===== src/hw/dcache_pkg.sv =====
`default_nettype none

package dcache_pkg;

    // cpu address layout, low to high
    //   [OFFSET_W-1:0]       byte within line
    //   [OFFSET_W-1 -: 3]    word within line
    //   [OFFSET_W +: INDEX]  set index, width set per module
    //   rest                 tag
    localparam int ADDR_W         = 32;
    localparam int OFFSET_W       = 5;
    localparam int WORD_SEL_W     = 3;
    localparam int WORDS_PER_LINE = 8;

    typedef logic [31:0] word_t;

    // word 0 in the low bits
    typedef logic [WORDS_PER_LINE*32-1:0] line_t;

    typedef logic [3:0] strb_t;   // one bit per byte lane

    typedef logic [ADDR_W-1:0] addr_t;

endpackage

`default_nettype wire


===== src/hw/dcache_req_stage.sv =====
`timescale 1ns/1ps
`default_nettype none

module dcache_req_stage #(
    parameter int INDEX_W = 7
) (
    input  logic               clk,
    input  logic               rst,
    input  logic               hold_i,
    input  logic               valid_i,
    input  logic               we_i,
    input  dcache_pkg::addr_t  addr_i,
    input  dcache_pkg::strb_t  wstrb_i,
    input  dcache_pkg::word_t  wdata_i,
    output logic               s2_valid_o,
    output logic               s2_we_o,
    output dcache_pkg::addr_t  s2_addr_o,
    output dcache_pkg::strb_t  s2_wstrb_o,
    output dcache_pkg::word_t  s2_wdata_o,
    output logic [INDEX_W-1:0] rd_index_o
);

    import dcache_pkg::*;

    always_ff @(posedge clk) begin
        if (!rst) begin
            s2_valid_o <= 1'b0;
            s2_we_o    <= 1'b0;
        end else if (!hold_i) begin
            s2_valid_o <= valid_i;
            s2_we_o    <= we_i;
        end
    end

    // request fields
    always_ff @(posedge clk) begin
        if (!hold_i) begin
            s2_addr_o  <= addr_i;
            s2_wstrb_o <= wstrb_i;
            s2_wdata_o <= wdata_i;
        end
    end

    // stalled request keeps its own set on the array read port
    assign rd_index_o = hold_i ? s2_addr_o[OFFSET_W +: INDEX_W]
                               : addr_i[OFFSET_W +: INDEX_W];

endmodule

`default_nettype wire


===== config.mk =====
export PLATFORM = sky130hd
export DESIGN_NAME = dcache_req_stage
export DESIGN_NICKNAME = d
export VERILOG_FILES = /design/src/hw/dcache_pkg.sv /design/src/hw/dcache_req_stage.sv
export SDC_FILE = /design/constraint.sdc
export NUM_CORES = 1
export LEC_CHECK = 0
export BUFFER_PORTS_ARGS = -buffer_cell sky130_fd_sc_hd__buf_4
export CELL_PAD_IN_SITES_DETAIL_PLACEMENT = 2
export CELL_PAD_IN_SITES_GLOBAL_PLACEMENT = 2
export CORE_MARGIN = 1
export CORE_UTILIZATION = 29
export CTS_CLUSTER_DIAMETER = 120
export DETAILED_ROUTE_END_ITERATION = 10
export PLACE_DENSITY_LB_ADDON = 0.1
export REMOVE_ABC_BUFFERS = 1
export SLEW_MARGIN = 5
export SYNTH_ARGS = -nofsm -noshare
export SYNTH_HDL_FRONTEND = slang
export SYNTH_SLANG_ARGS = --single-unit

===== constraint.sdc =====
create_clock -name clk -period 5.8 [get_ports clk]
set_input_delay 0.58 -clock clk [delete_from_list [all_inputs] [get_ports clk]]
set_output_delay 0.58 -clock clk [all_outputs]
set_load 0.005 [all_outputs]

**Word level (Yosys, flattened, before mapping)**

Cells that the tools add are included.

- Register bits: 70
- Input port bits: 73
- Output and inout port bits: 77
- Word-level logic and storage cells: 6

- Mux-type cells: 1

Operators with widths:

| operator | number |
|---|---|
| 7-bit 2-to-1 mux | 1 |

**Logic depth before layout (Yosys ltp)**

- Depth in word-level cells: 1
- Mapped depth: 3
- Mapped depth without buffers: 2

**Worst setup path after synthesis**

OpenSTA, ideal clock, no wires.

- Path kind: input port to flip-flop
- Start: in hold_i
- End: reg s2_addr_o[0], enable pin
- Setup time: 0.422 ns
- Arrival: 2.054 ns
- Required time: 5.378 ns
- Setup slack: 3.324 ns
- Cell stages on the path: 2
- Buffers on the path: 1
- Cells stage by stage: buf_6 -> inv_1

RTL lines:

| what | RTL line | RTL |
|---|---|---|
| start: declaration | dcache_req_stage.sv:9 | `input logic hold_i,` |
| end signal: assignment | dcache_req_stage.sv:38 | `s2_addr_o <= addr_i;` |
| end: declaration | dcache_req_stage.sv:17 | `output dcache_pkg::addr_t s2_addr_o,` |

No word-level cell between the ends.

**Worst setup path after layout**

- Start: in hold_i
- End: reg s2_addr_o[11], enable pin

No word-level cell between the ends.

==> impl_metrics.json <==
{
  "portBuffers": 149,
  "synthCells": 83,
  "rsz0062_at_grt": "no",
  "ctsHoldBuffers": 0,
  "setup_viol": 0,
  "post_drt_wl_per_cell_um": 18.0,
  "dr.pass1.iters": 4,
  "antenna_cells": 0,
  "post_synth_num_cell_types": 7,
  "syn_avg_cell_area_um2": 26.9,
  "cts_buffer_depth": 2,
  "wl_um": 6240,
  "peakVddDrop_v": 0.000183,
  "die_h_um": 89.8,
  "root_buffer": "clkbuf_8",
  "crit_path_end_kind": "register",
  "die-area_um2": 8060,
  "setup_slack_ps": 3950,
  "start_util_pct": 30.3,
  "cts_buffers": 9,
  "core-area_um2": 7370,
  "dp_slack_ps": 3570,
  "yosysSeqAreaShare_pct": 93.2,
  "min_path_cells": 1,
  "postCtsSetupRepairBufs": 0,
  "whs_ps": 415,
  "cp.arrival_ps": 1820,
  "netlist_area_um2": 2230,
  "grt_max_degree": 40,
  "outcome": "complete, no violations",
  "crit_required_ps": 5770,
  "dr.first_iter.drc_count": 56,
  "multiInputGateArea_um2": 138,
  "period_needed_ps": 1850,
  "drive_above_1_share_pct": 69.4,
  "final_net_count": 316,
  "drcViolationCount": 0,
  "crit_fanout": 39,
  "worst_pin_slew_ps": 629,
  "rows": 31,
  "yosysWarnings": 0,
  "skew_ps": 0,
  "cts_tree": "built",
  "grt_pass1_vias": 1630,
  "hold_viol_final": 0,
  "fill_cells": 705,
  "cap_violations": 0,
  "dieWidth_um": 89.8,
  "num_io_pins": 150,
  "fin_tns_setup_ps": 0,
  "timing.slew.headroom_pct": 58.0,
  "fin_crit_sh_pct": 31.9,
  "leakagePower_nw": 1.59,
  "synth_seq_cells": 70,
  "vias": 1450,
  "min_from": "wdata_i[23]",
  "hold_class": "in2reg",
  "cts_resized": 0,
  "fmax_mhz": 541,
  "h-tree-depth": 3,
  "dp_hpwl_um": 4780,
  "power_mw": 1.20,
  "power.density_nw_per_um2": 324,
  "critPathKind": "in2reg",
  "r2r_slack_ps": 5150,
  "antenna_found_initial": 0,
  "path_clk_slew_ps": 80,
  "slew_viol_final": 0,
  "clkLatencyLatePin_ps": 330,
  "clock-sinks": 70,
  "hold_end": "s2_wdata_o[23]",
  "setup.worst_path.start_class": "input pin",
  "grt_use_total_pct": 16.3,
  "syn_to_final_growth_pct": 66.0,
  "overflow": 0,
  "drt.antenna.violating_nets": 0,
  "rr_endpoint": "s2_we_o",
  "gp_congestion": 0.689,
  "grt_pass1_wl_um": 9470,
  "viasPerCell": 4.18,
  "rr_startpoint": "s2_we_o",
  "r2r_cells": 2,
  "regArea_um2": 2080,
  "post-route-util_pct": 50.3
}
## flip-flops by register name (all words and copies together) (netlist names)
register,flops
s2_wstrb_o,4
s2_valid_o,1
s2_addr_o,32
s2_wdata_o,32
s2_we_o,1
## where the power goes
group          internal, mW  switching, mW  total, mW
clock                 0.283          0.174      0.457
sequential            0.599         0.0140      0.613
combinational        0.0864         0.0455      0.132
## kinds of logic after synthesis
kind of cell	synth area share [%]
buf+inv	0.672
flops	93.2
simple gates	0.560
mux	5.60
## cell usage after synthesis
| cell | count | area share [%] |
|---|---|---|
| buf_6 | 1 | 0.50 |
| nor2b_1 | 2 | 0.56 |
| edfxtp_1 | 68 | 91 |
| dfxtp_1 | 2 | 1.8 |
| mux2_4 | 7 | 4.7 |
| mux2i_1 | 2 | 0.90 |
| inv_1 | 1 | 0.17 |
## final cells by class
cell class                      instances  share of cell area [%]
Sequential cell                        70                    56.1
Timing Repair Buffer                  150                    30.4
Multi-Input combinational cell         11                    3.71
Clock buffer                            9                    3.34
Tap cell                               99                    3.34
Clock inverter                          7                    3.04
Inverter                                1                   0.101
## worst max-delay path by stage
| stage | to | startpoint | cells past startpoint |
|---|---|---|---|
| floorplan | s2_addr_o[0] | hold_i | 1 |
| global placement | s2_addr_o[5] | hold_i | 3 |
| detailed placement | s2_addr_o[11] | hold_i | 3 |
| CTS | s2_addr_o[11] | hold_i | 3 |
| global route | s2_addr_o[5] | hold_i | 3 |
| finish | s2_addr_o[11] | hold_i | 3 |
## per-layer routing
| metal | global-route usage (%) | routed length (um) | vias to the layer above | part of all wire [%] |
|---|---|---|---|---|
| li1 | - | - | 650 | - |
| met1 | 15.5 | 2130 | 707 | 34 |
| met2 | 30.8 | 3510 | 85 | 56 |
| met3 | 6.35 | 510 | 8 | 8.2 |
| met4 | 6.56 | 96 | 0 | 1.5 |
| met5 | 0 | 0 | - | 0 |
## critical path: stages
cell,delay [ps]
buf_4,180
inv_2,480
buf_4,550
## placed cells by master, fill, tap and decap left out
master	instances
inv_2	1
clkbuf_8	9
edfxtp_1	68
mux2i_1	2
clkinvlp_4	2
nor2b_1	2
clkinv_1	2
dfxtp_1	2
mux2_4	7
bufinv_16	3
buf_4	150
## stage by stage
stage / cells / area [um^2]
6_report: 347 / 3710
5_1_grt: 347 / 3710
4_1_cts: 347 / 3710
3_5_place_dp: 331 / 3470
3_3_place_gp: 331 / 3470
2_1_floorplan: 82 / 2220
Power figures use the tool's default switching activity.
