<file path="config.mk">
export PLATFORM = sky130hd
export DESIGN_NAME = dcache_mem_port
export DESIGN_NICKNAME = d
export VERILOG_FILES = /design/src/hw/dcache_pkg.sv /design/src/hw/dcache_mem_port.sv
export SDC_FILE = /design/constraint.sdc
export NUM_CORES = 1
export LEC_CHECK = 0
export BUFFER_PORTS_ARGS = -buffer_cell sky130_fd_sc_hd__clkbuf_2
export CAP_MARGIN = 10
export CORE_AREA = 2 2 249 251
export DETAILED_ROUTE_END_ITERATION = 7
export DIE_AREA = 0 0 251 253
export HOLD_SLACK_MARGIN = 0.02
export PLACE_DENSITY_LB_ADDON = 0.15
export SYNTH_ARGS = -nofsm -noshare
export SYNTH_HDL_FRONTEND = slang
export SYNTH_SLANG_ARGS = --single-unit
</file>
<file path="constraint.sdc">
create_clock -name clk -period 1.8 [get_ports clk]
set_clock_uncertainty 0.05 [all_clocks]
set_input_delay 0.45 -clock clk [delete_from_list [all_inputs] [get_ports clk]]
set_output_delay 0.45 -clock clk [all_outputs]
set_load 0.02 [all_outputs]
</file>
<file path="src/hw/dcache_pkg.sv">
`default_nettype none

package dcache_pkg;

    // cpu address layout, low to high
    //   [OFFSET_W-1:0]       byte within line
    //   [OFFSET_W-1 -: 3]    word within line
    //   [OFFSET_W +: INDEX]  set index, width set per module
    //   rest                 tag
    localparam int ADDR_W         = 32;
    localparam int OFFSET_W       = 5;
    localparam int WORD_SEL_W     = 3;
    localparam int WORDS_PER_LINE = 8;

    typedef logic [31:0] word_t;

    // word 0 in the low bits
    typedef logic [WORDS_PER_LINE*32-1:0] line_t;

    typedef logic [3:0] strb_t;   // one bit per byte lane

    typedef logic [ADDR_W-1:0] addr_t;

endpackage

`default_nettype wire

</file>
<file path="src/hw/dcache_mem_port.sv">
`timescale 1ns/1ps
`default_nettype none

module dcache_mem_port (
    input  logic              clk,
    input  logic              rst,
    input  logic              fill_pending_i,
    input  dcache_pkg::addr_t fill_addr_i,
    input  logic              victim_load_i,
    input  dcache_pkg::addr_t victim_addr_i,
    input  dcache_pkg::line_t victim_line_i,
    input  logic              wr_valid_i,
    output logic              rd_req_o,
    output dcache_pkg::addr_t rd_addr_o,
    output logic              wr_req_o,
    output dcache_pkg::addr_t wr_addr_o,
    output dcache_pkg::line_t wr_data_o,
    output logic              wb_busy_o
);

    logic wb_full_q;

    // one entry write-back buffer
    always_ff @(posedge clk) begin
        if (!rst) begin
            wb_full_q <= 1'b0;
        end else if (victim_load_i) begin
            wb_full_q <= 1'b1;
        end else if (wr_valid_i) begin
            wb_full_q <= 1'b0;   // empty from next cycle
        end
    end

    always_ff @(posedge clk) begin
        if (victim_load_i) begin
            wr_addr_o <= victim_addr_i;
            wr_data_o <= victim_line_i;
        end
    end

    assign wr_req_o  = wb_full_q;
    assign wb_busy_o = wb_full_q;

    // refill waits behind a pending write-back to the same memory
    assign rd_req_o  = fill_pending_i && !wb_full_q;
    assign rd_addr_o = fill_addr_i;

endmodule

`default_nettype wire

</file>
### Word level (Yosys, flattened, before mapping)

Index checks and enable logic that the tools add are counted.

| storage, ports and cells | value |
|---|---|
| bits in registers | 289 |
| bits of input ports | 325 |
| output and inout bits | 323 |
| word-level logic and storage cells | 8 |

| cells by class | value |
|---|---|
| muxes and demuxes | 2 |
| reduce and logical (&&, ||, !) cells | 3 |

Operator list:

| cell | count |
|---|---|
| $mux 1 | 2 |
| $reduce_bool 2->1 | 1 |
| $logic_and 1x1->1 | 1 |
| $logic_not 1->1 | 1 |

### Depth between registers and ports, before layout

| logic depth | value |
|---|---|
| depth after elaboration | 2 |
| mapped depth | 2 |
| mapped depth without buffers | 2 |

### Worst setup path before layout

Ideal clock, no wire load.

| timing | value |
|---|---|
| path type | reg2out |
| from | reg wb_full_q, in the netlist wb_busy_o |
| to | out rd_req_o |
| data arrival time | 0.737 ns |
| data required time | 1.300 ns |
| setup slack | 0.563 ns |
| stages on the path, launching flop included | 2 |
| buffers on the path | 0 |
| cells stage by stage | dfxtp_1 and2b_2 |

| on the way | value |
|---|---|
| word-level cells in the longest chain between the ends | 2 |

RTL lines:

| item | line | text |
|---|---|---|
| from (decl) | dcache_mem_port.sv:21 | `logic wb_full_q;` |
| from (signal assigned) | dcache_mem_port.sv:26 | `wb_full_q <= 1'b0;` |
| from (signal assigned) | dcache_mem_port.sv:28 | `wb_full_q <= 1'b1;` |
| from (signal assigned) | dcache_mem_port.sv:30 | `wb_full_q <= 1'b0;` |
| $logic_not 1->1 | dcache_mem_port.sv:45 | `assign rd_req_o = fill_pending_i && !wb_full_q;` |
| $logic_and 1x1->1 | dcache_mem_port.sv:45 |  |
| to (decl) | dcache_mem_port.sv:13 | `output logic rd_req_o,` |

No other way between the ends.

### Worst setup path after layout

Same ends and word-level chain as after synthesis.

==> reports/qor.csv <==
stage,metric,value,unit
routing,Top Metal Used,met5,
routing,met3 WL post-DR,3150,µm
worst_setup_path,cell count of the worst reg-to-reg path,2,
logic_synthesis,mapped cell area,8950,µm²
min_path,hold crit path type,input port to register,
logic_synthesis,post-synthesis sequential element count,289,
pwr,Power Total,17.3,mW
final_layout,most frequent cells in the layout,"581 x clkbuf_2, 288 x edfxtp_1, 259 x dlygate4sd3_1",
worst_setup_path,worst setup path end,rd_req_o,
routing,DRT iter0 DRCs,178,
final_layout,"commonest non-fill, non-tap cell in the layout",clkbuf_2,
final_layout,Final Instance Area,16600,µm²
run,max_cap viols,0,
cts,worst skew pair latency,0.54,ns
worst_setup_path,RR Startpoint,wb_busy_o,
cts,clk sinks,289,
sta,part of the cycle the worst path needs,0.974,
routing,DRT Pass-1 Iters,4,
global_routing,GRT Total Usage,0.0964,
worst_setup_path,flop2flop setup slack,1.03,ns
worst_setup_path,cell family with most CP delay,flip-flops,
routing,DRT met1 WL,11200,µm
worst_setup_path,crit path max fanout,4,
sta,Max Fclk,570,MHz
logic_synthesis,Synth area leaders,"edfxtp_1 97%, buf_4 2.8%, dfxtp_1 0.22%",
place,worst slack at placement,0.325,ns
sta,slew at the pin closest to its max-slew limit,0.229,ns
global_routing,vias in the first global route,7206,
sta,Final min period,1.75,ns
worst_setup_path,r2r endpoint,wb_busy_o,
routing,Via Count,6545,
routing,total wire length,32100,µm
cts,clk root buf,clkbuf_16,
worst_setup_path,WP data arrival,1.25,ns
sta,Final setup violation count,0,
routing,drt drc,0,
worst_setup_path,buffer and inverter count on the worst path,1,
global_routing,global-route wire length before repair,45000,µm
floorplanning,Initial Util,0.147,
floorplanning,Die X,251,µm
place,Detailed Place HPWL,24900,µm
floorplanning,Core ar.,61000,µm²
sta,WHS,0.0568,ns
routing,Vias per Instance,3.25,
final_layout,Syn-to-layout area delta,85.7,%
logic_synthesis,Synth cell types,6,
cts,clock slew at reported path FFs,0.06,ns
sta,Fin. Hold Viols,0,
cts,Post CTS Setup Buffer Count,0,
routing,DR WL/cell,16.0,µm
logic_synthesis,Yosys warnings,0,
floorplanning,IO Pins,648,
worst_setup_path,Crit. End Element,primary output,
place,DP Area,12900,µm²
pwr,Leak Pwr,7.04,nW
cts,CTS tree,yes,
final_layout,Fill cells,6324,
worst_setup_path,highest cell delay on the worst timing path,0.35,ns
global_routing,GRT overflow,0,
worst_setup_path,critical path class,register to primary output,
cts,CTS H-tree lvls,2,
sta,final setup margin,0.0466,ns
cts,Num CTS Buffers,36,
pwr,peak supply drop,0.000705,V
place,IO Port Bufs,583,
logic_synthesis,post-synth net total,650,
worst_setup_path,worst path required time,1.30,ns
place,GP Congestion,0.727,
final_layout,share of cells above drive strength 1,0.538,
worst_setup_path,CP Depth,2,
routing,antenna-violating nets left,0,
logic_synthesis,Cells after Synth,325,
global_routing,largest net degree at the start of global routing,37,
routing,met2 routed WL,16700,µm
floorplanning,FP Rows,91,
worst_setup_path,start point of the critical path,wb_busy_o,
final_layout,layout net count,1521,
floorplanning,Die Ht,253,µm
logic_synthesis,sequential share of the synthesized area,0.969,
worst_setup_path,startpoint types,register,
worst_setup_path,crit path cell chain,and2b_2 -> buf_4,
worst_setup_path,"slowest stage cell, crit path",dfxtp_2,
logic_synthesis,cell taking the most area after synthesis,edfxtp_1,
logic_synthesis,Mean Syn Cell Area,27.5,µm²
logic_synthesis,Synth top area share,0.967,
cts,CTS max path bufs,3,
floorplanning,die footprint,63500,µm²
sta,worst relative slew slack,0.847,
status,status,"finished, final reports clean",
global_routing,initial antenna violation count,7,
pwr,Pwr per Cell Area,1040,nW/µm²
sta,Final TNS setup,0,ns
sta,fin. max-slew vios,0,
==> Yosys cell counts, drive strengths merged <==
library cell,count
buf,33
nor2b,1
edfxtp,288
and2b,1
o21a,1
dfxtp,1
==> repair_timing <==
| action | in CTS | in global routing |
|---|---|---|
| endpoints found under the hold margin | 259 | 0 |
| hold buffers | 259 | 0 |
| gates resized for setup | 1 | 2 |
| endpoints found under the setup margin | 1 | 1 |
==> registers in the layout (all words and copies together), names as in the netlist <==
name	flops
wr_data_o	256
wr_addr_o	32
wb_busy_o	1
==> report_power, final <==
group	switching [mW]	internal [mW]	leakage [nW]
registers	0.142	8.00	2.83
clock network	2.82	4.05	0.540
logic	1.29	0.978	3.68
==> cell type report <==
type / count / area (µm²) / area share
clock inverters: 20 / 153 / 0.00919
multi-input cells: 3 / 30.0 / 0.00181
repair buffers: 866 / 5820 / 0.350
flip-flops and latches: 289 / 8670 / 0.522
well taps: 790 / 988 / 0.0595
clock buffers: 44 / 952 / 0.0573
diodes: 1 / 2.50 / 0.000151
==> kinds of logic (layout without fill, tap and decap cells) <==
family,Yosys count,after routing,share of synthesized area
buffers and inverters,33,930,0.0277
AND/OR/NAND/NOR,2,2,0.00252
AO/OA/AOI/OAI,1,1,0.000839
flip-flops,289,289,0.969
other,0,1,0
==> metal layers <==
| layer | track usage | vias up |
|---|---|---|
| li1 | - | 3017 |
| met1 | 0.0989 | 3112 |
| met2 | 0.170 | 349 |
| met3 | 0.0424 | 63 |
| met4 | 0.0413 | 4 |
| met5 | 0.00386 | - |
==> worst min path at each step <==
stage | startpoint | endpoint | slack [ns] | cells past startpoint
after floorplan | victim_addr_i[0] | wr_addr_o[0] | 0.50 | 0
after global placement | victim_line_i[111] | wr_data_o[111] | 0.58 | 1
after detailed placement | victim_addr_i[13] | wr_addr_o[13] | 0.58 | 1
after CTS | victim_line_i[9] | wr_data_o[9] | 0.02 | 1
after global routing | victim_addr_i[2] | wr_addr_o[2] | 0.03 | 1
final | victim_line_i[9] | wr_data_o[9] | 0.06 | 1
==> metrics by stage <==
step	utilization	cells
after floorplan	-	325
after global placement	0.211	1689
after detailed placement	0.211	1689
after CTS	0.272	2012
after global routing	0.272	2013
final	0.272	2013
(Power assumes the default switching activity.)
